<file path="src/verilog/matmul_pkg.sv">
package matmul_pkg;

  //////////////////////////////
  // Sizes
  //////////////////////////////

  // Element width
  localparam int DWIDTH = 16;
  // Array dimension in rows and columns
  localparam int N = 4;
  // Operand memory address width
  localparam int AWIDTH = 7;
  // Words per operand memory; the last one is the park address
  localparam int MEM_SIZE = 128;

  //////////////////////////////
  // Types
  //////////////////////////////

  typedef logic signed [DWIDTH-1:0] data_t;
  typedef logic [AWIDTH-1:0] addr_t;
  typedef logic [7:0] count_t;

  // Element i is row i (A side) or column i (B side)
  typedef data_t [N-1:0] lane_t;
  // Accumulator matrix with lane i as result row i
  typedef lane_t [N-1:0] grid_t;

  // Sequencer strobes
  typedef struct packed {
    logic         clear;
    logic [N-1:0] latch;
  } seq_ctrl_t;

  // One result beat where element r belongs to row r
  typedef struct packed {
    logic [N-1:0] valid;
    lane_t        data;
  } c_row_t;

endpackage

</file>
<file path="src/verilog/operand_skew.sv">
`timescale 1ns/10ps

module operand_skew (
  input  logic                  clk,
  input  logic                  reset,
  input  matmul_pkg::seq_ctrl_t ctrl,
  input  matmul_pkg::lane_t     a_data,
  input  matmul_pkg::lane_t     b_data,
  output matmul_pkg::lane_t     a_skew,
  output matmul_pkg::lane_t     b_skew
);

  // Operand 0 is A, operand 1 is B
  matmul_pkg::lane_t lane_in [2];
  matmul_pkg::data_t tap [2][matmul_pkg::N];

  assign lane_in[0] = a_data;
  assign lane_in[1] = b_data;

  //////////////////////////////
  // Triangular delay lines
  //////////////////////////////

  for (genvar op = 0; op < 2; op++) begin : g_op
    for (genvar i = 0; i < matmul_pkg::N; i++) begin : g_lane
      if (i == 0) begin : g_direct
        assign tap[op][0] = lane_in[op][0];
      end else begin : g_delay
        // i stages for lane i
        matmul_pkg::data_t pipe [i];

        always_ff @(posedge clk) begin
          if (reset || ctrl.clear) begin
            for (int s = 0; s < i; s++) begin
              pipe[s] <= '0;
            end
          end else begin
            pipe[0] <= lane_in[op][i];
            for (int s = 1; s < i; s++) begin
              pipe[s] <= pipe[s-1];
            end
          end
        end

        assign tap[op][i] = pipe[i-1];
      end
    end
  end

  always_comb begin
    for (int i = 0; i < matmul_pkg::N; i++) begin
      a_skew[i] = tap[0][i];
      b_skew[i] = tap[1][i];
    end
  end

endmodule

</file>
<file path="config.mk">
export PLATFORM = sky130hd
export DESIGN_NAME = operand_skew
export DESIGN_NICKNAME = d
export VERILOG_FILES = /design/src/verilog/matmul_pkg.sv /design/src/verilog/operand_skew.sv
export SDC_FILE = /design/constraint.sdc
export NUM_CORES = 1
export LEC_CHECK = 0
export CAP_MARGIN = 20
export CORE_UTILIZATION = 40
export DETAILED_ROUTE_END_ITERATION = 8
export DONT_BUFFER_PORTS = 1
export PLACE_DENSITY = 0.53
export SYNTH_ARGS = -nofsm -noshare
export SYNTH_HDL_FRONTEND = slang
export SYNTH_SLANG_ARGS = --single-unit
</file>
<file path="constraint.sdc">
create_clock -name clk -period 0.9 [get_ports clk]
set_clock_uncertainty 0.05 [all_clocks]
set_input_delay 0.18 -clock clk [delete_from_list [all_inputs] [get_ports clk]]
set_output_delay 0.18 -clock clk [all_outputs]
set_load 0.01 [all_outputs]
</file>
* After elaboration in Yosys (flattened, before gate mapping)
Memory sizes are Yosys's and may differ from the RTL's.
Cells that the tools add are included.
W data, S select, Z words.
** Storage, ports and cells
- Register bits after elaboration :: 0
- Latch bits :: 0
- Memory bits (writable) :: 192
- ROM bits :: 0
- Logic and storage cells :: 36
- Memories :: 6
** Memory list
- g_op[0].g_lane[3].g_delay.pipe :: depth 3, bits a word 16, rd ports 3, clocked after memory_dff 0, wr ports 3, RTL line operand_skew.sv:30 : matmul_pkg::data_t pipe [i];
- g_op[1].g_lane[3].g_delay.pipe :: depth 3, bits a word 16, rd ports 3, clocked after memory_dff 0, wr ports 3, RTL line operand_skew.sv:30
- g_op[0].g_lane[2].g_delay.pipe :: depth 2, bits a word 16, rd ports 2, clocked after memory_dff 0, wr ports 2, RTL line operand_skew.sv:30
- g_op[1].g_lane[2].g_delay.pipe :: depth 2, bits a word 16, rd ports 2, clocked after memory_dff 0, wr ports 2, RTL line operand_skew.sv:30
- g_op[0].g_lane[1].g_delay.pipe :: depth 1, bits a word 16, rd ports 1, clocked after memory_dff 0, wr ports 1, RTL line operand_skew.sv:30
- g_op[1].g_lane[1].g_delay.pipe :: depth 1, bits a word 16, rd ports 1, clocked after memory_dff 0, wr ports 1, RTL line operand_skew.sv:30
** Cells by class
- Add/sub/neg operators :: 0
- $mul :: 0
- Div/mod/pow operators :: 0
- Order comparisons :: 0
- Eq/ne operators :: 0
- Shift-type cells :: 0
- Muxes and demuxes :: 17
- Bitwise logic cells :: 10
- Reduce and logical (&&, ||, !) cells :: 3
** Operator list (number)
- $mux W16 :: 12
- $reduce_or A16 Y1 :: 2
- $or A1 B1 Y1 :: 10
- $mux W1 :: 5
- $logic_or A1 B1 Y1 :: 1

* Longest topological paths before layout
Gate-level depths: netlist of run 1.
- Depth in word-level cells :: 4
- Mapped depth :: 3
- Depth with buffers taken out :: 1

* Least setup slack after synthesis of run 1
Ideal clock, no wire load.
- Path kind :: input to register
- Start point :: input port reset
- End point :: memory g_op[0].g_lane[1].g_delay.pipe[0][0] (netlist bit)
- Setup time :: 0.072 ns
- Arrival time :: 0.625 ns
- Required time :: 0.778 ns
- Path slack :: 0.152 ns
- Stages :: 3
- Path buffers :: 2
- Path through :: buf_4 > buf_6 > nor3b_2
** On the way
- Word-level cells in the longest chain between the ends :: 4
- Elaborated cells on any way between the ends :: 7
** Ends and longest elaborated chain
- start: declaration :: RTL line operand_skew.sv:5 : input logic reset,
- $logic_or A1 B1 Y1 * :: RTL line operand_skew.sv:33 : if (reset || ctrl.clear) begin
- $mux W1 (on tied branches) :: RTL line operand_skew.sv:38, operand_skew.sv:33
- $reduce_or A16 Y1 (no line) or $mux W1 (tied branches)
- $mux W16 (no line) or $mux W1 (tied branches)
- end: declaration :: RTL line operand_skew.sv:30
Every way passes the cells marked *; elsewhere a longest branch is shown, timed or not.

==> out/qor_table.md, run 1 <==
| Parameter | Value |
|:---|:---|
| Number of levels the H-tree was split into | 4 |
| Post-CTS setup-driven buffer insertion count | 0 |
| Worst supply voltage drop on vdd | 1.21 mV |
| Root buffer cell | clkbuf_16 |
| Overall power consumption | 0.0174 W |
| Register bit total from synthesis | 192 |
| Final routed DRC violation total | 0 |
| Total wire length after detailed routing | 11.2 mm |
| Leakage power | 3.02 nW |
| Status | finished with violations |
| Setup violations, final | 127 |
| Yosys warning total | 0 |
| Sequential cell area | 0.00397 mm² |
| Footprint of the multi-input gates | 0.00234 mm² |
| Critical setup path kind | flip-flop to primary output |
| Violations in the final reports | hold timing, setup timing |
| Largest area contributor in the synthesized netlist | dfxtp_1 |
| Core outline area | 0.0180 mm² |
| DRT iter0 DRCs | 118 |
| Number of inserted filler cells in the final layout | 1,601 |
| Max_slew headroom | 0.667 |
| Area Growth Syn to Fin | 11.5% |
| Clock-pin slew of the registers on the worst-case setup and hold paths | 0.07 ns |
| Count of port buffers added during placement | 0 |
| Total number of placement rows | 49 |
| Areal power density over the cells | 2120 mW/mm² |
| Via total after detailed routing | 3,363 |
| Clock sinks | 192 |
| Maximum fanout along the worst path | 1 |
| EDFF count, synth | 0 |
| Max cap viols | 0 |
| I/O Pins | 263 |
| Maximum number of pins on one net before global-route repair | 193 |
| Net count of the mapped netlist | 657 |
| R2R Path Start | g_op[0].g_lane[3].g_delay.pipe[0][21] |
| Length of the first detailed-routing pass in iterations | 4 |
| Die height | 138 µm |
| Starting density of the core | 0.408 |
| Antenna violations before repair | 3 |
| Average footprint of a synthesized cell | 14.1 µm² |
| Num CTS Buffers | 17 |
| Clk buf depth | 2 |
| GR Overflow Total | 0 |
| Arrival time of data at the critical path endpoint | 0.78 ns |
| Register with the most flip-flops | g_op.g_lane.g_delay.pipe |
| RSZ-0062 raised after global routing | yes |
| Final Slew Violations | 0 |
| Final-stage net count | 634 |
| Width of the die | 138 µm |
| Antenna viol nets, final | 0 |
| Hold Startpoint | reset |
| Leading post-synthesis cells by instance count | dfxtp_1 (192), nor3b_2 (180), buf_4 (98) |
| Category of the worst setup path capture point | primary output |
| Hold slack | -0.229 ns |
| Actual slew at the worst max-slew pin | 0.500 ns |
| # placed instances | 613 |
| Final standard cell count with taps included and fillers excluded | 744 |
| Gate count after technology mapping | 522 |
| Startpoint Class | flip-flop |
| Share of post-route cells with drive strength above 1 | 0.598 |
| Final critical-path share of the clock period | 1.13 |
| Area of the mapped netlist | 0.00736 mm² |
| Worst-Skew Late Latency | 0.42 ns |
| Half-perimeter wire length of the detailed placement result | 5.74 mm |
| Min Clock Period, post-route | 1.01 ns |
| Post-route worst setup slack | -0.113 ns |
| Crit path required time | 0.67 ns |
| Number of hold violations in the final report | 92 |
| Routed length per placed instance | 15.0 µm |
| TritonCTS clock tree | yes |
| Flip-flop count of the largest register, all copies and words added | 192 |
| Via count of the first global-routing pass | 3,380 |
| Global Route Usage Sum | 0.116 |
| Synth area leaders | dfxtp_1 (52%), nor3b_2 (31%), buf_4 (10%), buf_6 (5.8%), nor3b_1 (1.2%) |
| Worst min path class | input pin to flip-flop |
| Dominant register cell in the synthesized netlist | dfxtp_1 |
| Global-route wire length before repair | 16.8 mm |
| Share of the synthesized area in the top cell type | 0.522 |
| Maximum operating frequency | 987 MHz |
| Routability congestion estimate from global placement | 0.642 |
| Post-synthesis async set-or-reset flop share | 0 |
| Vias per cell | 4.52 |
| Portion of the post-synthesis area used by sequential elements | 0.522 |
| Finished Core Util | 0.455 |
| Total Die Area | 0.0189 mm² |
| Critical Path Start | g_op[0].g_lane[3].g_delay.pipe[0][33] |
| Registers with the most flip-flops | g_op.g_lane.g_delay.pipe x192 |
| Most frequently used cell type in the post-synthesis netlist | dfxtp_1 |
| Count of distinct cell types in the synthesized netlist | 7 |
| Hold bufs inserted after CTS | 96 |
==> repair_timing <==
item | in CTS | in global routing
endpoints found under the hold margin | 192 | 96
endpoints found under the setup margin | 96 | 96
gates cloned | 0 | 0
resized for setup | 97 | 2
==> power by group <==
part,internal [W],leakage (nW),total [W],switching [W]
logic,0.000454,1.11,0.000538,0.0000834
clock network,0.00484,0.305,0.00801,0.00317
registers,0.00873,1.61,0.00884,0.000105
total,0.0140,3.02,0.0174,0.00336
==> stage by stage <==
stage | worst slack (ns) | cell area [µm²] | TNS (ns)
6_report | -0.113 | 8200 | -9.78
5_1_grt | -0.156 | 8200 | -13.04
4_1_cts | -0.144 | 8190 | -11.82
3_5_place_dp | 0.283 | 6470 | 0
3_3_place_gp | 0.281 | 6470 | 0
2_1_floorplan | 0.152 | 7360 | 0
==> placed cells by master (no fill, tap or decap) <==
| cell | instances |
|---|---|
| clkbuf_1 | 2 |
| dfxtp_2 | 93 |
| clkbuf_8 | 2 |
| bufinv_16 | 4 |
| clkbuf_16 | 17 |
| dfxtp_4 | 3 |
| nor3b_2 | 180 |
| nor3b_1 | 12 |
| clkinv_2 | 1 |
| clkinvlp_4 | 2 |
| diode_2 | 3 |
| inv_6 | 4 |
| dfxtp_1 | 96 |
| dlygate4sd3_1 | 96 |
==> path summary, 6_finish.rpt <==
check | endpoint | slack (ns) | depth (start not counted)
min reg2reg | g_op[1].g_lane[2].g_delay.pipe[0][31] | 0.40 | 1
min | g_op[0].g_lane[2].g_delay.pipe[0][29] | -0.23 | 1
max | a_skew[49] | -0.11 | 0
max reg2reg | g_op[0].g_lane[3].g_delay.pipe[0][37] | 0.28 | 1
==> cells by family (layout without fill, tap and decap cells) <==
family / Yosys count / count (layout) / share of synthesized area
flip-flops: 192 / 192 / 0.522
other: 0 / 3 / 0
buffers and inverters: 138 / 128 / 0.159
AND/OR/NAND/NOR: 192 / 192 / 0.318
==> final cells by class <==
class | instances | share of cell area
Clock inverter | 11 | 0.0214
Tap cell | 229 | 0.0349
Sequential cell | 192 | 0.484
Timing Repair Buffer | 96 | 0.117
Clock buffer | 21 | 0.0561
Antenna cell | 3 | 0.000915
Multi-Input combinational cell | 192 | 0.285
==> routing by layer <==
layer | global-route usage | up-vias | share of wire | routed length (µm)
met5 | 0 | - | 0 | 0
met3 | 0.0673 | 18 | 0.10 | 1180
met1 | 0.126 | 1614 | 0.40 | 4490
li1 | - | 1596 | - | -
met2 | 0.183 | 135 | 0.48 | 5380
met4 | 0.0507 | 0 | 0.014 | 155
Note: power is estimated with default switching activity, not from simulation.
==> run 2: changes to the inputs <==
CORE_UTILIZATION = 55   (was 40)
PLACE_DENSITY = 0.69   (was 0.53)
clock period = 1.3 ns   (was 0.9 ns; I/O delays follow)
==> out/qor_table.md, run 2 <==
| Parameter | Value |
|:---|:---|
| Status | did not finish |
| Exit stage | 4_1_cts |
| First error | [ERROR RSZ-0060] Max buffer count reached. |
| Root buffer cell | clkbuf_16 |
| Total number of placement rows | 41 |
| Starting density of the core | 0.574 |
| Yosys warning total | 0 |
| Post-synthesis async set-or-reset flop share | 0 |
| Routability congestion estimate from global placement | 0.671 |
| Gate count after technology mapping | 522 |
| Clock sinks | 192 |
| Count of port buffers added during placement | 0 |
| Hold bufs inserted after CTS | 118 |
| Num CTS Buffers | 17 |
| Leading post-synthesis cells by instance count | dfxtp_1 (192), nor3b_2 (180), buf_4 (98) |
| Post-CTS resize count | 0 |
| Width of the die | 118 µm |
| Most frequently used cell type in the post-synthesis netlist | dfxtp_1 |
| Die height | 118 µm |
| EDFF count, synth | 0 |
| Area of the mapped netlist | 0.00736 mm² |
| Average footprint of a synthesized cell | 14.1 µm² |
| I/O Pins | 263 |
| Share of the synthesized area in the top cell type | 0.522 |
| Clk buf depth | 2 |
| Number of levels the H-tree was split into | 4 |
| Dominant register cell in the synthesized netlist | dfxtp_1 |
| Half-perimeter wire length of the detailed placement result | 5.87 mm |
| Largest area contributor in the synthesized netlist | dfxtp_1 |
| Net count of the mapped netlist | 657 |
| Post-CTS setup-driven buffer insertion count | 0 |
| Register bit total from synthesis | 192 |
| Portion of the post-synthesis area used by sequential elements | 0.522 |
| Synth area leaders | dfxtp_1 (52%), nor3b_2 (31%), buf_4 (10%), buf_6 (5.8%), nor3b_1 (1.2%) |
| Count of distinct cell types in the synthesized netlist | 7 |
==> run 2: cell counts after synthesis <==
Identical to the previous run, type by type.
==> run 2: kinds of logic after synthesis <==
family                 count (synthesis)  share of synthesized area
and+or+nand+nor                      192                      0.318
buffers and inverters                138                      0.159
DFF                                  192                      0.522
==> run 2: metrics by stage <==
stage          cells   util  hold WS, ns  setup WS [ns]  cell area [µm²]
2_1_floorplan    522      -        0.367          0.472             7360
3_3_place_gp     556  0.499        0.297          0.618             6400
3_5_place_dp     556  0.499        0.295          0.618             6400
==> run 3: changes to the inputs <==
CORE_UTILIZATION = 40   (was 55)
PLACE_DENSITY = unset   (was 0.69)
PLACE_DENSITY_LB_ADDON = 0.15   (was unset)
==> out/qor_table.md, run 3 <==
| Parameter | Value |
|:---|:---|
| Status | did not finish |
| Exit stage | 4_1_cts |
| First error | [ERROR RSZ-0060] Max buffer count reached. |
| Net count of the mapped netlist | 657 |
| Total number of placement rows | 49 |
| Post-synthesis async set-or-reset flop share | 0 |
| Starting density of the core | 0.408 |
| Average footprint of a synthesized cell | 14.1 µm² |
| Share of the synthesized area in the top cell type | 0.522 |
| Half-perimeter wire length of the detailed placement result | 5.76 mm |
| Leading post-synthesis cells by instance count | dfxtp_1 (192), nor3b_2 (180), buf_4 (98) |
| I/O Pins | 263 |
| Yosys warning total | 0 |
| Synth area leaders | dfxtp_1 (52%), nor3b_2 (31%), buf_4 (10%), buf_6 (5.8%), nor3b_1 (1.2%) |
| Clock sinks | 192 |
| Die height | 138 µm |
| Dominant register cell in the synthesized netlist | dfxtp_1 |
| Gate count after technology mapping | 522 |
| Clk buf depth | 2 |
| Count of port buffers added during placement | 0 |
| Register bit total from synthesis | 192 |
| Count of distinct cell types in the synthesized netlist | 7 |
| Root buffer cell | clkbuf_16 |
| Area of the mapped netlist | 0.00736 mm² |
| Post-CTS setup-driven buffer insertion count | 0 |
| Width of the die | 138 µm |
| Number of levels the H-tree was split into | 4 |
| Num CTS Buffers | 17 |
| Post-CTS resize count | 0 |
| EDFF count, synth | 0 |
| Largest area contributor in the synthesized netlist | dfxtp_1 |
| Routability congestion estimate from global placement | 0.647 |
| Portion of the post-synthesis area used by sequential elements | 0.522 |
| Most frequently used cell type in the post-synthesis netlist | dfxtp_1 |
| Hold bufs inserted after CTS | 130 |
[run 3: cell counts after synthesis]
No cell type changed its count.
[run 3: cell families after synthesis]
group / synth area share
and+or+nand+nor: 0.318
buffers and inverters: 0.159
DFF: 0.522
[run 3: per-stage QoR]
step	utilization	instances	cell area, µm²	hold WS [ns]	setup WS (ns)
after floorplan	-	522	7360	0.367	0.472
after global placement	0.359	613	6470	0.297	0.611
after detailed placement	0.359	613	6470	0.298	0.609
