**src/verilog/matmul_pkg.sv**
```systemverilog
package matmul_pkg;

  //////////////////////////////
  // Sizes
  //////////////////////////////

  // Element width
  localparam int DWIDTH = 16;
  // Array dimension in rows and columns
  localparam int N = 4;
  // Operand memory address width
  localparam int AWIDTH = 7;
  // Words per operand memory; the last one is the park address
  localparam int MEM_SIZE = 128;

  //////////////////////////////
  // Types
  //////////////////////////////

  typedef logic signed [DWIDTH-1:0] data_t;
  typedef logic [AWIDTH-1:0] addr_t;
  typedef logic [7:0] count_t;

  // Element i is row i (A side) or column i (B side)
  typedef data_t [N-1:0] lane_t;
  // Accumulator matrix with lane i as result row i
  typedef lane_t [N-1:0] grid_t;

  // Sequencer strobes
  typedef struct packed {
    logic         clear;
    logic [N-1:0] latch;
  } seq_ctrl_t;

  // One result beat where element r belongs to row r
  typedef struct packed {
    logic [N-1:0] valid;
    lane_t        data;
  } c_row_t;

endpackage

```
**src/verilog/result_shifter.sv**
```systemverilog
`timescale 1ns/10ps

module result_shifter (
  input  logic                  clk,
  input  logic                  reset,
  input  matmul_pkg::seq_ctrl_t ctrl,
  input  matmul_pkg::grid_t     acc,
  output matmul_pkg::c_row_t    c_out
);

  localparam int CW = $clog2(matmul_pkg::N + 1);

  // Row shift registers with element 0 as the beat on the output
  matmul_pkg::lane_t shift_q [matmul_pkg::N];
  // Beats left per row
  logic [CW-1:0] beats_q [matmul_pkg::N];

  //////////////////////////////
  // Row data
  //////////////////////////////

  always_ff @(posedge clk) begin
    for (int r = 0; r < matmul_pkg::N; r++) begin
      if (ctrl.latch[r]) begin
        shift_q[r] <= acc[r];
      end else begin
        // Column 0 leaves first while zeros fill from the top
        shift_q[r] <= {matmul_pkg::data_t'(0), shift_q[r][matmul_pkg::N-1:1]};
      end
    end
  end

  //////////////////////////////
  // Beat counters
  //////////////////////////////

  always_ff @(posedge clk) begin
    for (int r = 0; r < matmul_pkg::N; r++) begin
      if (reset) begin
        beats_q[r] <= '0;
      end else if (ctrl.latch[r]) begin
        beats_q[r] <= CW'(matmul_pkg::N);
      end else if (beats_q[r] != '0) begin
        beats_q[r] <= beats_q[r] - 1'b1;
      end
    end
  end

  always_comb begin
    for (int r = 0; r < matmul_pkg::N; r++) begin
      c_out.valid[r] = (beats_q[r] != '0);
      c_out.data[r]  = shift_q[r][0];
    end
  end

endmodule

```
**config.mk**
```make
export PLATFORM = sky130hd
export DESIGN_NAME = result_shifter
export DESIGN_NICKNAME = d
export VERILOG_FILES = /design/src/verilog/matmul_pkg.sv /design/src/verilog/result_shifter.sv
export SDC_FILE = /design/constraint.sdc
export NUM_CORES = 1
export LEC_CHECK = 0
export BUFFER_PORTS_ARGS = -buffer_cell sky130_fd_sc_hd__buf_4
export CORE_UTILIZATION = 35
export CTS_BUF_LIST = sky130_fd_sc_hd__clkbuf_8
export DETAILED_ROUTE_END_ITERATION = 16
export GPL_ROUTABILITY_DRIVEN = 0
export PLACE_DENSITY = 0.58
export SYNTH_ARGS = -nofsm -noshare
export SYNTH_HDL_FRONTEND = slang
export SYNTH_SLANG_ARGS = --single-unit
```
**constraint.sdc**
```tcl
create_clock -name clk -period 1.8 [get_ports clk]
set_input_delay 0.18 -clock clk [delete_from_list [all_inputs] [get_ports clk]]
set_output_delay 0.18 -clock clk [all_outputs]
set_load 0.01 [all_outputs]
```
* After elaboration in Yosys (flattened, before gate mapping)
Memories as Yosys holds them, arrays and structs flattened.
Cells that the tools add are included.
W data, S select, Z words.
** Word-level totals
- Output and inout port bits :: 68
- Latch bits :: 0
- Bits in writable memories :: 268
- Input bits :: 263
- Memories :: 2
- Flip-flop bits (word level) :: 0
- Bits in read-only memories :: 0
** Operators by class
- Div/mod/pow operators :: 0
- Equality and inequality tests :: 0
- Bitwise operators :: 12
- Add/sub/neg operators :: 4
- Reductions and logical operators :: 4
- Shift-type cells :: 0
- Order comparisons :: 0
- $mul :: 0
- Multiplexer cells :: 50
** Memory list
- shift_q :: words 4, width 64, rd ports 4, clocked after memory_dff 0, write ports 4, line result_shifter.sv:14 : matmul_pkg::lane_t shift_q [matmul_pkg::N];
- beats_q :: words 4, width 3, rd ports 4, clocked after memory_dff 0, write ports 4, line result_shifter.sv:16 : logic [CW-1:0] beats_q [matmul_pkg::N];
** Operators with widths (count)
- $mux W64 :: 4
- $mux W1 :: 38
- $mux W3 :: 8
- $or A1 B1 Y1 :: 12
- $reduce_bool A3 Y1 :: 4
- $sub A3 B1 Y3 const B :: 4

* Depth between registers and ports, before layout
Gate-level depths: netlist (run 1).
- Depth after elaboration :: 6
- Mapped depth :: 5
- Depth with buffers taken out :: 4

* Worst setup path before layout (run 1)
Ideal clock, no wire load.
- Path type :: flip-flop to flip-flop
- Start :: mem beats_q[0][0] (netlist name)
- End :: mem beats_q[0][0] (netlist name), enable pin
- Cell stages (with the launch flop) :: 5
- Library setup time :: 0.272 ns
- Arrival :: 1.013 ns
- Period minus slack after synthesis :: 1.285 ns
- Path slack :: 0.515 ns
- Buffers on the path :: 0
- Path through :: edfxtp_1 -> inv_1 -> ha_1 -> nor2b_1 -> nand2_1
** RTL lines (line)
- start, declared :: result_shifter.sv:16

==> flow_metrics.tcl, run 1 <==
set metrics [dict create \
    drv_cap 0 \
    period_needed_ns 1.701 \
    htree_levels 2 \
    critPathArrivalTime_ns 1.52 \
    postLayoutSetupSlackWorst_ns 0.09879 \
    tightest_slew_ns 0.4905 \
    io_pins 331 \
    grt_start_max_net_pins 69 \
    setup_viol 0 \
    synth-simple-area-share_pct 6.681 \
    antenna_found_initial 0 \
    whs_path_depth 2 \
    final_antenna_net_count 0 \
    die_h_um 164.3 \
    yosys.area.top_type "dfxtp_1" \
    status "complete, no violations" \
    fin_nets 1503 \
    track_usage_pct 15.41 \
    reg2reg_slack_ns 0.31 \
    cp_max_fo 2 \
    path_cells "inv_2, ha_2, nor2b_4, inv_1, buf_4" \
    grt.overflow.total 0 \
    yosysWarnings 0 \
    r2r_end "beats_q[1][2]$_DFFE_PP_" \
    routed_wirelength_um 21520 \
    rr_startpoint "beats_q[1][0]$_SDFFCE_PN0P_" \
    synth_top_cell_area_share_pct 55.62 \
    final_util_pct 58.13 \
    cts_tree "yes" \
    layout_common_cells "buf_4 (343), dlygate4sd3_1 (256), dfxtp_1 (256)" \
    worstSkewPairLatency_ns 0.55 \
    grt_setup_unrepaired "no" \
    firstDrtPassIters 4 \
    synthXorXnorAreaFrac_pct 0 \
    fp.dieW_um 164.3 \
    instances_no_fill 1596 \
    ir_drop_v 0.0007711 \
    synth-seq-area-share_pct 59.53 \
    endpoint_kind "primary output" \
    synth.net_count 949 \
    cts_made_buffers 47 \
    die_area_um2 26980 \
    finalMaxSlewViolations 0 \
    initial_utilization_pct 35.56 \
    core_area_um2 25910 \
    synth_top_family_by_area "multiplexers" \
    multi_input_area_um2 2973 \
    drc_errors 0 \
    muxShareOfSynthArea_pct 23.47 \
    fmaxAchievable_mhz 587.8 \
    clk_path_buf_depth 3 \
    dp.cells 1252 \
    netlist_instances 678 \
    maxSlewHeadroom_pct 67.30 \
    path_clk_slew_ns 0.06 \
    crit_required_ns 1.62 \
    synth.area.top_cells "dfxtp_1 (56%), mux2_2 (23%), buf_4 (6.5%), and2_1 (4.3%), edfxtp_1 (3.9%)" \
    switching_share_pct 22.96 \
    antenna_cells 0 \
    grt_pass1_vias 6740 \
    synth_adder_area_share_pct 1.086 \
    p_leak_nw 6.729 \
    layout-drive-gt1-share_pct 49.72 \
    vias_per_cell 4.060 \
    r2r_cells 5 \
    powerDensity_nw_per_um2 956.5 \
    hpwl_um 13330 \
    design_area_um2 15060 \
    crit_slowest_cell "edfxtp_1" \
    area_growth_pct 63.48 \
    synthesis.area_um2 9214 \
    fillCellCount 2067 \
    placed_area_um2 11430 \
    drt_iter0_markers 235 \
    io_buffers 329 \
    synth_compound_area_share_pct 0.2716 \
    postSynthRegisterBits 268 \
    hold_start "ctrl[1]" \
    rows 59 \
    intPower_mw 11.10 \
    ff_latch_area_um2 5485 \
    synth.distinct_cells 17 \
    synth_area_per_cell_um2 13.59 \
    clockPowerShare_pct 37.2 \
    power.switching_mw 3.308 \
    fin_skew_ns 0.02608 \
    cts.sinks 268 \
    setup.worst_path.start_class "flop" \
    grt_pass1_wl_um 33020 \
    final_common_cell "buf_4" \
    hold_viol 0 \
    dp_slack_ns 0.3480 \
    wl_per_cell_um 13.49 \
    vias 6479 \
    p_seq_share_pct 46.4 \
    finalCritPeriodShare_pct 94.51 \
    min_path_type "input pin to flop" \
    p_comb_share_pct 16.4 \
    cts_root_buf "clkbuf_8" \
    min_to "shift_q[1][58]$_SDFF_PN0_" \
    crit_path_max_incr_delay_ns 0.41 \
    critPathKind "flop to primary output" \
]
## worst max-delay path by stage
stage                                      from                     endpoint  slack [ns]  depth (start not counted)
floorplan           beats_q[0][0]$_SDFFCE_PN0P_  beats_q[0][0]$_SDFFCE_PN0P_        0.52                          4
global placement    beats_q[3][0]$_SDFFCE_PN0P_      beats_q[3][2]$_DFFE_PP_        0.38                          4
detailed placement  beats_q[0][0]$_SDFFCE_PN0P_      beats_q[0][2]$_DFFE_PP_        0.35                          4
CTS                 beats_q[2][0]$_SDFFCE_PN0P_                    c_out[66]       -0.03                          5
global route        beats_q[0][0]$_SDFFCE_PN0P_                    c_out[64]       0.007                          5
finish              beats_q[0][0]$_SDFFCE_PN0P_                    c_out[64]         0.1                          5
## synthesized netlist by cell type (all sizes together)
master	n
and2	64
a31oi	4
inv	16
or3b	4
clkbuf	1
edfxtp	12
ha	8
mux2	192
dfxtp	256
nor2b	4
nand2b	4
buf	97
nand2	4
nor2	4
nor4	8
## power groups by stage
stage | sequential, mW | combinational (mW) | clock (mW)
detailed placement | 6.80 | 1.69 | 0
CTS | 6.69 | 2.25 | 5.57
global route | 6.74 | 2.56 | 5.88
global placement | 6.79 | 1.67 | 0
finish | 6.69 | 2.36 | 5.35
floorplan | 6.75 | 1.09 | 0
## metal layers
metal / GRT usage (%) / wire (um)
met3: 4.116 / 1394
met2: 28.08 / 11190
met4: 4.966 / 376
met1: 17.24 / 8564
met5: 0 / 0
## worst max-delay path: cells and delay by family (launching register included)
kind	cells	cell delay (ns)
simple gates	1	0.14
buf+inv	3	0.27
flops	1	0.41
fa+ha+maj	1	0.17
## through the flow
| step | power [mW] | setup TNS, ns | hold slack [ns] |
|---|---|---|---|
| after floorplan | 7.840 | 0 | 0.3073 |
| after global placement | 8.457 | 0 | 0.3877 |
| after detailed placement | 8.492 | 0 | 0.3906 |
| after CTS | 14.51 | -0.02735 | 0.04071 |
| after global routing | 15.18 | 0 | 0.04213 |
| final | 14.41 | 0 | 0.07015 |
## registers in the layout, summed over array words and instances (netlist names)
register and cells:
beats_q 12, shift_q 256
## cell families after synthesis
group,Yosys count
adder cells (fa/ha/maj),8
buffers and inverters,114
flip-flops,268
AND/OR/NAND/NOR,92
multiplexers,192
AO/OA/AOI/OAI,4
## layout make-up
| class | instances | share of cell area [%] |
|---|---|---|
| Sequential cell | 268 | 36.41 |
| Timing Repair Buffer | 603 | 34.58 |
| Multi-Input combinational cell | 296 | 19.74 |
| Clock buffer | 60 | 5.482 |
| Tap cell | 335 | 2.783 |
| Clock inverter | 18 | 0.6064 |
| Inverter | 16 | 0.3987 |
## timing repair
action,CTS,global route
setup endpoints to repair,4,4
pin swaps,0,1
buffers inserted,3,7
hold buffers,256,0
resized for setup,9,13
hold endpoints to repair,256,0
Note: power is estimated with default switching activity, not from simulation.
==> run 2, diff against run 1 <==
--- a/config.mk
+++ b/config.mk
@@ -10,7 +10,7 @@
 export CTS_BUF_LIST = sky130_fd_sc_hd__clkbuf_8
 export DETAILED_ROUTE_END_ITERATION = 16
 export GPL_ROUTABILITY_DRIVEN = 0
-export PLACE_DENSITY = 0.58
+export PLACE_DENSITY = 0.6
 export SYNTH_ARGS = -nofsm -noshare
 export SYNTH_HDL_FRONTEND = slang
 export SYNTH_SLANG_ARGS = --single-unit
==> constraint.sdc (replaced) <==
create_clock -name clk -period 1.5 [get_ports clk]
set_input_delay 0.15 -clock clk [delete_from_list [all_inputs] [get_ports clk]]
set_output_delay 0.15 -clock clk [all_outputs]
set_load 0.01 [all_outputs]
==> run 2 against run 1 <==
The flow now finishes with violations (negative setup slack). Register-to-register slack worse by 0.23 ns. Clock-buffer cell count unchanged. Non-clock buffer count up 8. Core utilization up 0.87 points. Worst hold slack worse by 0.034 ns. Combinational power up 27%. Design area up 1.5%. Via count up 2.0%. Die area unchanged. Largest power group unchanged. Critical path depth unchanged. Critical endpoint is now c_out[66].
==> flow_metrics.tcl, run 2 (synthesis results as in run 1) <==
set metrics [dict create \
    endpoint_kind "primary output" \
    core_area_um2 25910 \
    worstSkewPairLatency_ns 0.53 \
    hold_start "ctrl[1]" \
    min_to "shift_q[1][63]$_SDFF_PN0_" \
    fmaxAchievable_mhz 622.2 \
    path_clk_slew_ns 0.06 \
    cts_made_buffers 47 \
    cp_max_fo 2 \
    io_pins 331 \
    placed_area_um2 11500 \
    design_area_um2 15290 \
    setup.worst_path.start_class "flop" \
    drt_iter0_markers 202 \
    crit_top_cell "inv_2" \
    path_buf_inv 3 \
    path_cells "inv_2, ha_4, nor2b_4, inv_2, buf_6" \
    p_seq_share_pct 45.2 \
    critPathArrivalTime_ns 1.46 \
    reg2reg_slack_ns 0.08 \
    cts.sinks 268 \
    failed_checks "negative setup slack" \
    die_h_um 164.3 \
    area_growth_pct 65.94 \
    vias 6611 \
    powerDensity_nw_per_um2 1162 \
    clockPowerShare_pct 38.0 \
    fin_skew_ns 0.01172 \
    grt_start_max_net_pins 29 \
    largest_register "shift_q" \
    top_regs "shift_q: 256 flops, beats_q: 12 flops" \
    fillCellCount 2029 \
    period_needed_ns 1.607 \
    final_common_cell "buf_4" \
    track_usage_pct 16.04 \
    grt_setup_unrepaired "yes" \
    finalCritPeriodShare_pct 107.1 \
    r2r_end "beats_q[0][2]$_DFFE_PP_" \
    htree_levels 2 \
    grt_pass1_vias 7064 \
    largest_reg_flops 256 \
    fp.dieW_um 164.3 \
    rr_startpoint "beats_q[0][0]$_SDFFCE_PN0P_" \
    firstDrtPassIters 4 \
    final_antenna_net_count 0 \
    cts_tree "yes" \
    final_util_pct 59.01 \
    io_buffers 329 \
    p_comb_share_pct 16.8 \
    cts_root_buf "clkbuf_8" \
    critPathKind "flop to primary output" \
    postLayoutSetupSlackWorst_ns -0.1071 \
    whs_path_depth 2 \
    vias_per_cell 4.101 \
    tightest_slew_ns 0.2928 \
    initial_utilization_pct 35.56 \
    intPower_mw 13.75 \
    hpwl_um 13520 \
    rows 59 \
    routed_wirelength_um 22550 \
    layout-drive-gt1-share_pct 50.35 \
    maxSlewHeadroom_pct 80.48 \
    min_path_type "input pin to flop" \
    crit_family "flip-flops" \
    whs_ns 0.03594 \
    switching_share_pct 22.65 \
    crit_path_max_incr_delay_ns 0.40 \
    ir_drop_v 0.0006798 \
    power.switching_mw 4.024 \
    fin_nets 1511 \
    status "finished with violations" \
    crit_slowest_cell "edfxtp_1" \
    finalMaxSlewViolations 0 \
    die_area_um2 26980 \
    r2r_cells 5 \
    grt.overflow.total 0 \
    setup_viol 4 \
    layout_common_cells "buf_4 (341), dlygate4sd3_1 (258), dfxtp_1 (256)" \
    crit_required_ns 1.35 \
    wl_per_cell_um 13.99 \
    drv_cap 0 \
    clk_path_buf_depth 3 \
    antenna_found_initial 3 \
    p_leak_nw 6.839 \
    hold_viol 0 \
    drc_errors 0 \
    grt_pass1_wl_um 34120 \
]
run 2: cell count changes in the layout (fill, tap and decap cells not counted), sizes merged:
cell | before | now
clkinvlp | 1 | 0
bufinv | 0 | 2
clkinv | 2 | 4
diode | 0 | 4
buf | 347 | 353
inv | 31 | 32
dlygate4sd3 | 256 | 258
run 2: how the worst max path moves through the flow:
stage	startpoint	to	slack (ns)	depth (start not counted)
finish	beats_q[2][0]$_SDFFCE_PN0P_	c_out[66]	-0.11	5
global route	beats_q[2][0]$_SDFFCE_PN0P_	c_out[66]	-0.23	5
CTS	beats_q[2][0]$_SDFFCE_PN0P_	c_out[66]	-0.15	5
detailed placement	beats_q[1][0]$_SDFFCE_PN0P_	beats_q[1][0]$_SDFFCE_PN0P_	0.03	4
global placement	beats_q[2][0]$_SDFFCE_PN0P_	beats_q[2][2]$_SDFFCE_PN0P_	0.10	4
floorplan	beats_q[0][0]$_SDFFCE_PN0P_	beats_q[0][0]$_SDFFCE_PN0P_	0.22	4
run 2: power groups by stage:
stage | clock (mW) | combinational (mW) | sequential, mW
floorplan | 0 | 1.31 | 8.10
global placement | 0 | 2.02 | 8.15
detailed placement | 0 | 2.05 | 8.16
CTS | 6.96 | 2.94 | 8.03
global route | 7.37 | 3.24 | 8.09
finish | 6.75 | 2.99 | 8.03
run 2: area by class of cell:
| type | instances | area, um2 | area share (%) |
|---|---|---|---|
| flip-flops and latches | 268 | 5485 | 35.88 |
| inverters | 16 | 60.06 | 0.3928 |
| repair buffers | 611 | 5348 | 34.98 |
| well taps | 335 | 419.2 | 2.741 |
| multi-input cells | 296 | 3002 | 19.63 |
| clock inverters | 22 | 140.1 | 0.9165 |
| diodes | 4 | 10.01 | 0.06547 |
| clock buffers | 60 | 825.8 | 5.401 |
run 2: worst reg2reg max path, cell delays in order, from the launching register on:
cell      delay (ns)
edfxtp_1        0.39
inv_2           0.09
buf_4           0.10
ha_1            0.15
or3b_1          0.36
a31oi_2         0.16
run 2: through the flow:
step / power, mW / setup WS [ns] / setup TNS (ns) / std cells
floorplan: 9.409 / 0.2151 / 0 / 678
global placement: 10.16 / 0.1030 / 0 / 1253
detailed placement: 10.22 / 0.03013 / 0 / 1253
CTS: 17.93 / -0.1466 / -0.6310 / 1607
global route: 18.70 / -0.2251 / -0.7156 / 1611
finish: 17.77 / -0.1071 / -0.3319 / 1612
run 2: metal layers:
metal  up-vias  global-route usage, %  routed length [um]
met1      3037                  17.40                8785
met4         0                  7.197                 642
met3        51                  4.167                1268
li1       3330                      -                   -
met5         -                      0                   0
met2       193                  29.08               11850
run 2: timing repair:
item	CTS	global route
hold endpoints to repair	256	0
cloned	0	0
hold buffers	258	0
setup endpoints to repair	4	6
resized for setup	32	3
buffers inserted	14	5
pin swaps	5	2
