**config.mk**
```make
export PLATFORM = sky130hd
export DESIGN_NAME = matmul_sequencer
export DESIGN_NICKNAME = d
export VERILOG_FILES = /design/src/verilog/matmul_pkg.sv /design/src/verilog/matmul_sequencer.sv
export SDC_FILE = /design/constraint.sdc
export NUM_CORES = 1
export LEC_CHECK = 0
export BUFFER_PORTS_ARGS = -buffer_cell sky130_fd_sc_hd__buf_2
export CAP_MARGIN = 40
export CORE_MARGIN = 4
export CORE_UTILIZATION = 49
export DETAILED_ROUTE_END_ITERATION = 6
export PLACE_DENSITY = 0.76
export SYNTH_ARGS = -nofsm -noshare
export SYNTH_HDL_FRONTEND = slang
export SYNTH_SLANG_ARGS = --single-unit
```
**constraint.sdc**
```tcl
create_clock -name clk -period 1.4 [get_ports clk]
set_input_delay 0.21 -clock clk [delete_from_list [all_inputs] [get_ports clk]]
set_output_delay 0.21 -clock clk [all_outputs]
set_load 0.05 [all_outputs]
```
**src/verilog/matmul_pkg.sv**
```systemverilog
package matmul_pkg;

  //////////////////////////////
  // Sizes
  //////////////////////////////

  // Element width
  localparam int DWIDTH = 16;
  // Array dimension in rows and columns
  localparam int N = 4;
  // Operand memory address width
  localparam int AWIDTH = 7;
  // Words per operand memory; the last one is the park address
  localparam int MEM_SIZE = 128;

  //////////////////////////////
  // Types
  //////////////////////////////

  typedef logic signed [DWIDTH-1:0] data_t;
  typedef logic [AWIDTH-1:0] addr_t;
  typedef logic [7:0] count_t;

  // Element i is row i (A side) or column i (B side)
  typedef data_t [N-1:0] lane_t;
  // Accumulator matrix with lane i as result row i
  typedef lane_t [N-1:0] grid_t;

  // Sequencer strobes
  typedef struct packed {
    logic         clear;
    logic [N-1:0] latch;
  } seq_ctrl_t;

  // One result beat where element r belongs to row r
  typedef struct packed {
    logic [N-1:0] valid;
    lane_t        data;
  } c_row_t;

endpackage

```
**src/verilog/matmul_sequencer.sv**
```systemverilog
`timescale 1ns/10ps

module matmul_sequencer #(
  parameter int k_len = 4
) (
  input  logic                  clk,
  input  logic                  reset,
  input  logic                  start_mat_mul,
  output matmul_pkg::addr_t     a_addr,
  output matmul_pkg::addr_t     b_addr,
  output matmul_pkg::seq_ctrl_t ctrl,
  output logic                  done_mat_mul
);

  localparam matmul_pkg::addr_t PARK = matmul_pkg::addr_t'(matmul_pkg::MEM_SIZE - 1);

  // Last feed column enters PE[0][0] at count k_len+1; the far corner
  // settles N+N-2 cycles later and the last row drains N beats after that
  localparam matmul_pkg::count_t DONE_AT =
    matmul_pkg::count_t'(k_len + 2 * matmul_pkg::N + 4);

  matmul_pkg::count_t count;
  matmul_pkg::addr_t  addr_q;

  //////////////////////////////
  // Cycle counter and done
  //////////////////////////////

  // Count freezes at DONE_AT so done stays up until start drops
  always_ff @(posedge clk) begin
    if (reset || !start_mat_mul) begin
      count        <= '0;
      done_mat_mul <= 1'b0;
    end else if (count == DONE_AT) begin
      done_mat_mul <= 1'b1;
    end else begin
      count <= count + 1'b1;
    end
  end

  //////////////////////////////
  // Address generation
  //////////////////////////////

  // A column k and B row k share address k
  always_ff @(posedge clk) begin
    if (reset || !start_mat_mul) begin
      addr_q <= PARK;
    end else if (count < matmul_pkg::count_t'(k_len)) begin
      addr_q <= matmul_pkg::addr_t'(count);
    end else begin
      addr_q <= PARK;
    end
  end

  // Park at once when start drops
  assign a_addr = start_mat_mul ? addr_q : PARK;
  assign b_addr = start_mat_mul ? addr_q : PARK;

  //////////////////////////////
  // Control strobes
  //////////////////////////////

  always_comb begin
    // Hold the mesh empty while idle and for the first counted cycle
    ctrl.clear = !start_mat_mul || (count == '0);
    // Row r is final one cycle after its last PE takes the last product
    for (int r = 0; r < matmul_pkg::N; r++) begin
      ctrl.latch[r] = (count == matmul_pkg::count_t'(k_len + matmul_pkg::N + r + 1));
    end
  end

endmodule

```
# Yosys cells after proc, flatten, opt, wreduce, memory -nomap -nowiden

Index checks and enable logic that the tools add are counted.

Register bits: 16
Output and inout port bits: 20

Add/subtract/negate cells: 1
Magnitude comparators: 1
Eq/ne operators: 5
Mux-type cells: 1
Bitwise gates (word level): 1
Reductions and logical operators: 5

Operator list:

| cell                  | number |
|---|---|
| $eq A8 B4 Y1 const B  | 4 |
| $add A8 B1 Y8 const B | 1 |
| $eq A8 B5 Y1 const B  | 1 |
| $logic_not A8 Y1      | 1 |
| $lt A8 B3 Y1 const B  | 1 |
| $mux W7               | 1 |
| $logic_or A1 B1 Y1    | 2 |
| $reduce_or A2 Y1      | 1 |
| $logic_not A1 Y1      | 1 |
| $not A1 Y1            | 1 |

# Depth between registers and ports, before layout

Gate-level depths: netlist of the first run.

Word-level depth: 3
Gate-level depth with buffers: 5

# Worst setup path after synthesis of the first run

OpenSTA, ideal clock, no wires.

Path type: register -> output
From: register count[4]
To: output port ctrl[4] in the netlist's numbering
Arrival: 1.651 ns
Path slack: -0.461 ns
Stages on the path, launching flop included: 4
Path buffers: 0
Cell sequence: dfxtp_1 -> nor4_4 -> nand2_1 -> o31ai_2

RTL lines:

| what                     | RTL line               | source |
|---|---|---|
| start: declaration       | matmul_sequencer.sv:22 | `matmul_pkg::count_t count;` |
| start signal: assignment | matmul_sequencer.sv:37 | `count <= count + 1'b1;` |
| end: declaration         | matmul_sequencer.sv:11 | `output matmul_pkg::seq_ctrl_t ctrl,` |

==> results by group, run 1 <==
Status
  • Status: finished, violations left
  • Violations in the final reports: setup timing

Global routing
  • Initial antenna violation count: 0
  • Total gr overflow: 0
  • First-pass GRT wire length: 3.25 mm
  • Most Crowded Layer GR: met2
  • Grt met1 use: 20.5%
  • Vias in the first global route: around 700
  • Met2 usage: between 30 and 40%
  • GRT Total Usage: between 10% and 20%
  • Global routing usage on met3: ~1.8%
  • Pin count of the biggest net entering global routing: 12

Floorplan
  • Initial Util: 53.2%
  • Die area: 2420 um2
  • I/O Pins: 23
  • Area of the core: roughly 1600 um2
  • Die height: 49.1 um
  • Standard-cell rows: 14
  • Die X: 49.1 um

STA
  • Pins Over Slew Limit: 0
  • Worst Tran Pin Value: ~0.44 ns
  • Skew final: about 0.0011 ns
  • Tcrit/Tclk final: 122%
  • Slew margin rel.: 70.7%
  • RSZ-0062 raised after global routing: yes
  • Final hold vios: 0
  • Minimum clock period: 1.70 ns
  • Max Fclk: 0.588 GHz
  • Setup slack after layout: -0.301 ns
  • Final setup vio count: 5

Flow run
  • Max-cap violations: 0

Synthesis
  • Synth Cell Area: 830 um2
  • Yosys warnings: 0
  • Post-Syn Instances: 90
  • EDFF count, synth: 0
  • Syn_nets: 97
  • Ys async rst share: 0%
  • Distinct cell type count after synthesis: 30
  • Register bit count reported by yosys: 16
  • Syn Area/Cell: 9.22 um2
  • Ys flop type: dfxtp_1
  • Sequential share of the synthesized area: ~39%

Drt
  • Router iterations before antenna repair: 4
  • WL per Instance: 14.3 um
  • Final wirelength: 1.95 mm
  • Drt via density: 5.66
  • Drt first-iter violations: 20
  • Post-DRT Antenna Nets: 0
  • Vias: 770
  • DRC violations left: 0

Place
  • Placer's final routability congestion estimate: 0.760
  • Port Buffers: 22
  • Placed Instances: about 130
  • Detailed Place HPWL: 1.42 mm

Layout
  • Final net count: 128
  • Area growth from synthesis to layout: 36.7%
  • Post-Layout Cell Count: 136
  • Multi-input combinational cell area: 482 um2
  • Core Util, Final: 72.7%
  • Filler cell count: 106
  • Most frequent cells in the layout: buf_2 (17), buf_4 (14), dfxtp_1 (11), nand3_1 (9), nand2b_1 (7)
  • Layout cells sized above 1: 50.0%
  • Commonest non-fill, non-tap cell in the layout: buf_2
  • Register area: 327 um2
  • Antenna cells: 0

Worst setup path
  • Reg2Reg Depth: 4
  • Worst setup path start: count[6]
  • Flop2flop setup slack: 0.07 ns
  • Critical Path AT: 1.49 ns
  • Setup Crit Path Kind: reg -> out
  • Worst R2R Start: count[7]
  • Worst-path maximum fanout: 3
  • RR Endpoint: count[0]
  • Startpoint type of the worst setup path: flip-flop
  • WP data required: approximately 1.2 ns
  • Crit end category: primary output
  • Worst Setup EP: ctrl[1]

Pwr
  • Comb pwr share: 16.9%
  • Clock power frac: 32.6%
  • VDD IR max: about 500 uV
  • Sequential share of power: 50.6%
  • Lkg Pwr: 0.453 nW
  • Net Sw Power: 0.000260 W
  • Pint: just under 0.0007 W
  • Sw Share: about 28%
  • Overall Power: 0.000934 W
  • PwrDens: ~820 nW/um2

Worst hold path
  • Worst hold start: reset
  • HP Class: in -> reg

Clocking
  • Cts bufs inserted: 3
  • Root Buffer: clkbuf_4
  • CTS H-tree lvls: 1
  • Clock Tree Buf Depth: 2
  • Setup Buffers After CTS: 0
  • Skew-Pair Late Insertion Delay: 0.28 ns
  • TritonCTS clock tree: built
  • TritonCTS Sinks: 16
  • CTS clk-pin slew, worst paths: 0.10 ns
==> synthesized netlist by cell type (3+ instances only) <==
cell	instances	area, um2
dfxtp_1	16	320
nand3_1	9	45.0
buf_4	7	52.6
nand2b_1	7	43.8
nand2_1	6	22.5
nor2_1	5	18.8
ha_1	4	50.1
and2_1	3	18.8
buf_2	3	15.0
inv_1	3	11.3
nand4_1	3	18.8
or3_1	3	18.8
==> logic make-up (layout without fill, tap and decap cells) <==
family	Yosys count	after routing	share of synthesized area (%)
buf+inv	13	43	9.50
xor+xnor	3	3	3.17
mux	1	1	1.21
fa+ha+maj	4	4	6.03
simple gates	44	44	31.7
compound gates	9	9	9.80
flops	16	16	38.6
==> cell type report <==
type	count	area share, %
Clock buffer	4	3.20
Inverter	3	0.993
Multi-Input combinational cell	61	42.5
Sequential cell	16	28.8
Tap cell	16	1.77
Timing Repair Buffer	36	22.7
==> how the worst min path moves through the flow <==
stage	slack, ns	cells after the start	end
after floorplan	0.40	3	count[0]
after global placement	0.45	1	done_mat_mul
after detailed placement	0.45	1	done_mat_mul
after CTS	0.32	4	addr_q[5]
after global routing	0.34	4	addr_q[2]
final	0.32	4	addr_q[2]
==> critical path: stages, from the launching register on <==
cell	delay, ns
dfxtp_2	0.35
nor4_4	0.33
and3b_2	0.26
and2_4	0.15
buf_8	0.13
==> state kept, by name (all words and copies together), names as in the netlist <==
name          flops
count             8
addr_q            7
done_mat_mul      1
==> metrics by stage <==
step / hold slack [ns] / TNS (ns) / worst slack, ns / instance area [um2]
global placement: 0.448 / -0.180 / -0.0477 / 1020
CTS: 0.320 / -1.37 / -0.308 / 1100
global route: 0.335 / -1.71 / -0.380 / 1130
finish: 0.317 / -1.32 / -0.301 / 1130
detailed placement: 0.451 / -0.397 / -0.107 / 1020
floorplan: 0.399 / -0.569 / -0.245 / 853
==> metal layers <==
layer	share of wire (%)	wire [um]
met4	0.62	12
met1	39	756
met3	5.5	108
met2	55	1070
met5	0	0
==> power groups by stage <==
stage                     Clock (W)  Sequential (W)  Combinational (W)
after CTS                  0.000308        0.000472           0.000155
after floorplan                   0        0.000484           0.000117
after global routing       0.000328        0.000473           0.000167
after detailed placement          0        0.000483           0.000154
final                      0.000304        0.000472           0.000157
after global placement            0        0.000482           0.000150
==> timing repair <==
| item | 4_1_cts | 5_1_grt |
|---|---|---|
| cloned | 0 | 0 |
| endpoints found under the setup margin | 6 | 10 |
| resized for setup | 14 | 7 |
| hold buffers | 0 | 0 |
| pin swaps | 6 | 5 |
Power figures use the tool's default switching activity.
==> run 2, diff against run 1 <==
MAX_ROUTING_LAYER = met4   (was not set)
==> run 2 against run 1 <==
Compared with the run above: the flow still finishes with violations (setup timing); cell area did not move; sequential cell count did not move; setup slack got worse by 0.0039 ns; first-iteration DRC count grew 5.0%; fmax down 0.23%; largest cell class unchanged; highest routed layer unchanged.
==> results by group, run 2 (synthesis gave the netlist of run 1 again) <==
Drt
  • WL per Instance: 14.5 um (+1.3%)
  • Post-DRT Antenna Nets: 0 (unchanged)
  • Vias: 769 (-0.13%)
  • Router iterations before antenna repair: 4 (unchanged)
  • DRC violations left: 0 (unchanged)
  • Final wirelength: 1.97 mm (+1.3%)
  • Drt via density: 5.65 (-0.13%)
  • Drt first-iter violations: 21 (+5.0%)

STA
  • RSZ-0062 raised after global routing: yes
  • Setup slack after layout: -0.305 ns (-0.00386 ns)
  • Max Fclk: 0.586 GHz (-0.23%)
  • Fin Hold WS: 0.319 ns (+0.00179 ns)
  • Final setup vio count: 5 (unchanged)
  • Skew final: 0.00262 ns (+0.00156 ns)
  • Pins Over Slew Limit: 0 (unchanged)
  • Tcrit/Tclk final: 122% (+0.28 points)
  • Worst Tran Pin Value: 0.443 ns (+0.00448 ns)
  • Final hold vios: 0 (unchanged)
  • Minimum clock period: 1.71 ns (+0.00386 ns)
  • Slew margin rel.: 70.4% (-0.30 points)
  • Setup TNS Final: -1.34 ns (-0.0195 ns)

Pwr
  • VDD IR max: 498 uV (+1.7%)
  • Clock power frac: 32.9% (+0.3 points)
  • Net Sw Power: 0.000265 W (+1.7%)
  • Sequential share of power: 50.3% (-0.3 points)
  • Comb pwr share: 16.8% (about the same)
  • Lkg Pwr: 0.453 nW (unchanged)
  • PwrDens: 828 nW/um2 (+0.48%)
  • Sw Share: 28.2% (+0.34 points)
  • Pint: 0.000673 W (about the same)

Clocking
  • CTS clk-pin slew, worst paths: 0.10 ns (about the same)
  • Clock Tree Buf Depth: 2 (unchanged)
  • Cts bufs inserted: 3 (unchanged)
  • TritonCTS clock tree: built
  • Setup Buffers After CTS: 0 (unchanged)
  • CTS hold repair buffers: 0 (unchanged)
  • TritonCTS Sinks: 16 (unchanged)
  • Root Buffer: clkbuf_4
  • CTS H-tree lvls: 1 (unchanged)
  • Skew-Pair Late Insertion Delay: 0.28 ns (about the same)

Floorplan
  • Die area: 2420 um2 (unchanged)
  • Initial Util: 53.2% (unchanged)
  • Standard-cell rows: 14 (unchanged)
  • Die X: 49.1 um (unchanged)
  • I/O Pins: 23 (unchanged)
  • Die height: 49.1 um (unchanged)
  • Area of the core: 1560 um2 (unchanged)

Worst setup path
  • Setup Crit Path Kind: reg -> out
  • Cell family with most CP delay: simple AND/OR/NAND/NOR gates
  • Slowest-stage cell, CP: dfxtp_2
  • Crit-path cells: nor4_4 > and3b_2 > and2_4 > buf_8
  • Critical Path AT: 1.50 ns (about the same)
  • Worst-path maximum fanout: 3 (unchanged)
  • WP data required: 1.19 ns (about the same)
  • Crit end category: primary output
  • Worst Path Buf+Inv: 1 (unchanged)
  • Crit path largest cell delay: 0.35 ns (about the same)
  • Startpoint type of the worst setup path: flip-flop
  • Flop2flop setup slack: 0.06 ns (about the same)

Status
  • Status: finished, violations left
  • Violations in the final reports: setup timing

Layout
  • Commonest non-fill, non-tap cell in the layout: buf_2
  • Biggest register: count
  • Max reg flops: 8 (unchanged)
  • Biggest regs: count: 8 flops, addr_q: 7 flops, done_mat_mul: 1 flops
  • Area growth from synthesis to layout: 36.7% (unchanged)
  • Antenna cells: 0 (unchanged)
  • Layout cells sized above 1: 50.0% (unchanged)
  • Most frequent cells in the layout: buf_2 (17), buf_4 (14), dfxtp_1 (11), nand3_1 (9), nand2b_1 (7)
  • Final net count: 128 (unchanged)
  • Core Util, Final: 72.7% (unchanged)

Global routing
  • GRT Total Usage: 17.4% (+0.47 points)
  • Total gr overflow: 0 (unchanged)
  • Initial antenna violation count: 0 (unchanged)
  • Pin count of the biggest net entering global routing: 12 (unchanged)
  • First-pass GRT wire length: 3.26 mm (+0.22%)
  • Vias in the first global route: 710 (-0.56%)

Place
  • Detailed Place HPWL: 1.42 mm (unchanged)
  • Port Buffers: 22 (unchanged)
  • Placer's final routability congestion estimate: 0.770 (+1.3%)

Flow run
  • Max-cap violations: 0 (unchanged)

Worst hold path
  • HP Class: in -> reg
## run 2: cell counts in the layout (fill, tap and decap cells not counted)
No cell type changed its count.
## run 2: layer usage
metal | global-route usage, % | up-vias | share of wire (%)
met5 | - | - | 0
met4 | 4.27 | 0 | 0.61
met3 | 1.83 | 2 | 4.5
met2 | 31.3 | 32 | 53
met1 | 20.5 | 372 | 42
li1 | - | 363 | -
## run 2: cell type report
cell class | instances | area, um2
clock buffers | 4 | 36.3
fillers | 106 | 425
inverters | 3 | 11.3
multi-input cells | 61 | 482
flip-flops and latches | 16 | 327
well taps | 16 | 20.0
repair buffers | 36 | 258
## run 2: final timing paths
check / to / start / depth (start not counted)
max reg2reg: count[0] / count[7] / 4
min: addr_q[2] / reset / 4
max: ctrl[1] / count[6] / 4
min reg2reg: done_mat_mul / done_mat_mul / 1
## run 2: power groups by stage
stage | Sequential (W) | Clock [W] | Combinational (W)
3_3_place_gp | 0.000482 | 0 | 0.000150
6_report | 0.000472 | 0.000309 | 0.000158
2_1_floorplan | 0.000484 | 0 | 0.000117
3_5_place_dp | 0.000483 | 0 | 0.000154
4_1_cts | 0.000472 | 0.000308 | 0.000155
5_1_grt | 0.000473 | 0.000328 | 0.000168
## run 2: worst register-to-register path, cell delays in order, from the launching register on
cell	delay, ns
dfxtp_2	0.35
buf_4	0.14
or3_4	0.41
nor2_4	0.19
mux2i_1	0.19
## run 2: timing repair
action / CTS / global route
pin swaps: 6 / 5
endpoints found under the setup margin: 6 / 10
resized for setup: 14 / 7
## run 2: metrics by stage
step / worst slack (ns) / area (um2) / power, W / cells
2_1_floorplan: -0.245 / 853 / 0.000601 / 90
3_3_place_gp: -0.0477 / 1020 / 0.000632 / 132
3_5_place_dp: -0.107 / 1020 / 0.000636 / 132
4_1_cts: -0.308 / 1100 / 0.000936 / 136
5_1_grt: -0.380 / 1130 / 0.000969 / 136
6_report: -0.305 / 1130 / 0.000938 / 136
==> run 3, diff against run 2 <==
RECOVER_POWER = 25   (was not set)
==> run 3 against run 2 <==
Compared with the run above: clock skew decreased by 0.00055 ns; cell area decreased by 0.44%; utilization decreased by 0.32 points; die area unchanged; final cell count unchanged; routed wire length increased by 0.10%; clock power about the same; setup slack improved by 0.00081 ns; sequential share of layout area about the same; the run still ends with setup timing left; sequential power about the same; highest routed layer unchanged.
==> results by group, run 3 (synthesis gave the netlist of run 1 again) <==
Clocking
  • Cts bufs inserted: 3 (unchanged)
  • CTS hold repair buffers: 0 (unchanged)
  • CTS clk-pin slew, worst paths: 0.10 ns (about the same)
  • Clock Tree Buf Depth: 2 (unchanged)
  • TritonCTS clock tree: built
  • TritonCTS Sinks: 16 (unchanged)
  • Skew-Pair Late Insertion Delay: 0.28 ns (about the same)
  • CTS H-tree lvls: 1 (unchanged)
  • Root Buffer: clkbuf_4

Layout
  • Biggest regs: count: 8 flops, addr_q: 7 flops, done_mat_mul: 1 flops
  • Layout cells sized above 1: 48.3% (-1.7 points)
  • Final net count: 128 (unchanged)
  • Area growth from synthesis to layout: 36.0%
  • Max reg flops: 8 (unchanged)
  • Biggest register: count
  • Post-Layout Cell Count: 136 (unchanged)
  • Most frequent cells in the layout: buf_2 (14), buf_4 (13), dfxtp_1 (12), nand3_1 (9), nand2b_1 (7)
  • Commonest non-fill, non-tap cell in the layout: buf_2
  • Core Util, Final: 72.4% (-0.32 points)
  • Antenna cells: 0 (unchanged)

Drt
  • Drt via density: 5.63 (-0.39%)
  • Vias: 766 (-0.39%)
  • Drt first-iter violations: 21 (unchanged)
  • Final wirelength: 1.97 mm (+0.10%)
  • WL per Instance: 14.5 um (+0.10%)
  • DRC violations left: 0 (unchanged)
  • Router iterations before antenna repair: 4 (unchanged)
  • Post-DRT Antenna Nets: 0 (unchanged)

Global routing
  • Vias in the first global route: 710 (unchanged)
  • Pin count of the biggest net entering global routing: 12 (unchanged)
  • First-pass GRT wire length: 3.26 mm (unchanged)
  • GRT Total Usage: 17.4% (unchanged)
  • Initial antenna violation count: 0 (unchanged)
  • Total gr overflow: 0 (unchanged)

Flow run
  • Max-cap violations: 0 (unchanged)

Place
  • Detailed Place HPWL: 1.42 mm (unchanged)
  • Placer's final routability congestion estimate: 0.770 (unchanged)
  • Placed Instances: 132 (unchanged)
  • Worst slack, placed: -0.107 ns (unchanged)
  • Port Buffers: 22 (unchanged)

Worst setup path
  • Startpoint type of the worst setup path: flip-flop
  • WP data required: 1.19 ns (about the same)
  • Reg2Reg Depth: 3 (-1)
  • Critical Path AT: 1.49 ns (about the same)
  • Crit end category: primary output
  • Setup Crit Path Kind: reg -> out
  • Worst-path maximum fanout: 3 (unchanged)

STA
  • Minimum clock period: 1.70 ns (-0.000806 ns)
  • Slew margin rel.: 70.4% (about the same)
  • Max Fclk: 0.587 GHz (about the same)
  • RSZ-0062 raised after global routing: yes
  • Tcrit/Tclk final: 122% (about the same)
  • Pins Over Slew Limit: 0 (unchanged)
  • Setup slack after layout: -0.304 ns (+0.000806 ns)
  • Skew final: 0.00207 ns (-0.000551 ns)
  • Worst Tran Pin Value: 0.442 ns (-0.000614 ns)
  • Final setup vio count: 5 (unchanged)
  • Final hold vios: 0 (unchanged)

Floorplan
  • Initial Util: 53.2% (unchanged)
  • Die X: 49.1 um (unchanged)
  • I/O Pins: 23 (unchanged)
  • Die area: 2420 um2 (unchanged)
  • Die height: 49.1 um (unchanged)
  • Area of the core: 1560 um2 (unchanged)
  • Standard-cell rows: 14 (unchanged)

Worst hold path
  • Hold Crit Depth: 4 (unchanged)
  • HP Class: in -> reg

Pwr
  • PwrDens: 831 nW/um2 (+0.37%)
  • Overall Power: 0.000937 W (about the same)
  • Lkg Pwr: 0.450 nW (-0.78%)
  • VDD IR max: 497 uV (-0.32%)

Status
  • Status: finished, violations left
  • Violations in the final reports: setup timing
[run 3: changes by cell type in the layout (fill, tap and decap cells not counted)]
cell	delta
clkbuf_1	+1
dfxtp_1	+1
buf_4	-1
dfxtp_2	-1
clkbuf_2	+3
buf_2	-3
[run 3: worst paths after layout]
check	startpoint	to	slack [ns]
max	count[6]	ctrl[1]	-0.30
min	reset	addr_q[2]	0.32
max reg2reg	count[2]	count[7]	0.06
min reg2reg	done_mat_mul	done_mat_mul	0.48
[run 3: critical path, cell delays in order, from the launching register on]
cell and delay (ns):
dfxtp_2 0.35, nor4_4 0.32, and3b_2 0.26, and2_4 0.15
buf_8 0.13
[run 3: metrics by stage]
stage               TNS, ns  hold slack [ns]  cell area (um2)
finish                -1.33            0.319             1130
global placement     -0.180            0.448             1020
CTS                   -1.37            0.320             1100
floorplan            -0.569            0.399              853
global route          -1.78            0.335             1130
detailed placement   -0.397            0.451             1020
[run 3: area by class of cell]
class	instances	area, um2
inverters	3	11.3
multi-input cells	61	482
clock buffers	4	36.3
well taps	16	20.0
repair buffers	36	254
flip-flops and latches	16	325
fillers	107	430
[run 3: what timing repair did]
action / 4_1_cts / 5_1_grt
hold endpoints to repair: 0 / 0
endpoints found under the setup margin: 6 / 10
pin swaps: 6 / 5
setup buffers: 0 / 0
gates resized for setup: 14 / 7
[run 3: power by group]
part	total (W)	switching (W)	internal, W
combinational	0.000157	0.000111	0.0000465
sequential	0.000472	0.00000335	0.000469
clock	0.000308	0.000150	0.000158
total	0.000937	0.000264	0.000673
[run 3: routing by layer]
metal  routed length [um]  up-vias  GRT usage (%)
li1                     -      363              -
met2                 1050       31           31.3
met4                   12        0           4.27
met1                  818      370           20.5
met3                   92        2           1.83
met5                    0        -              -
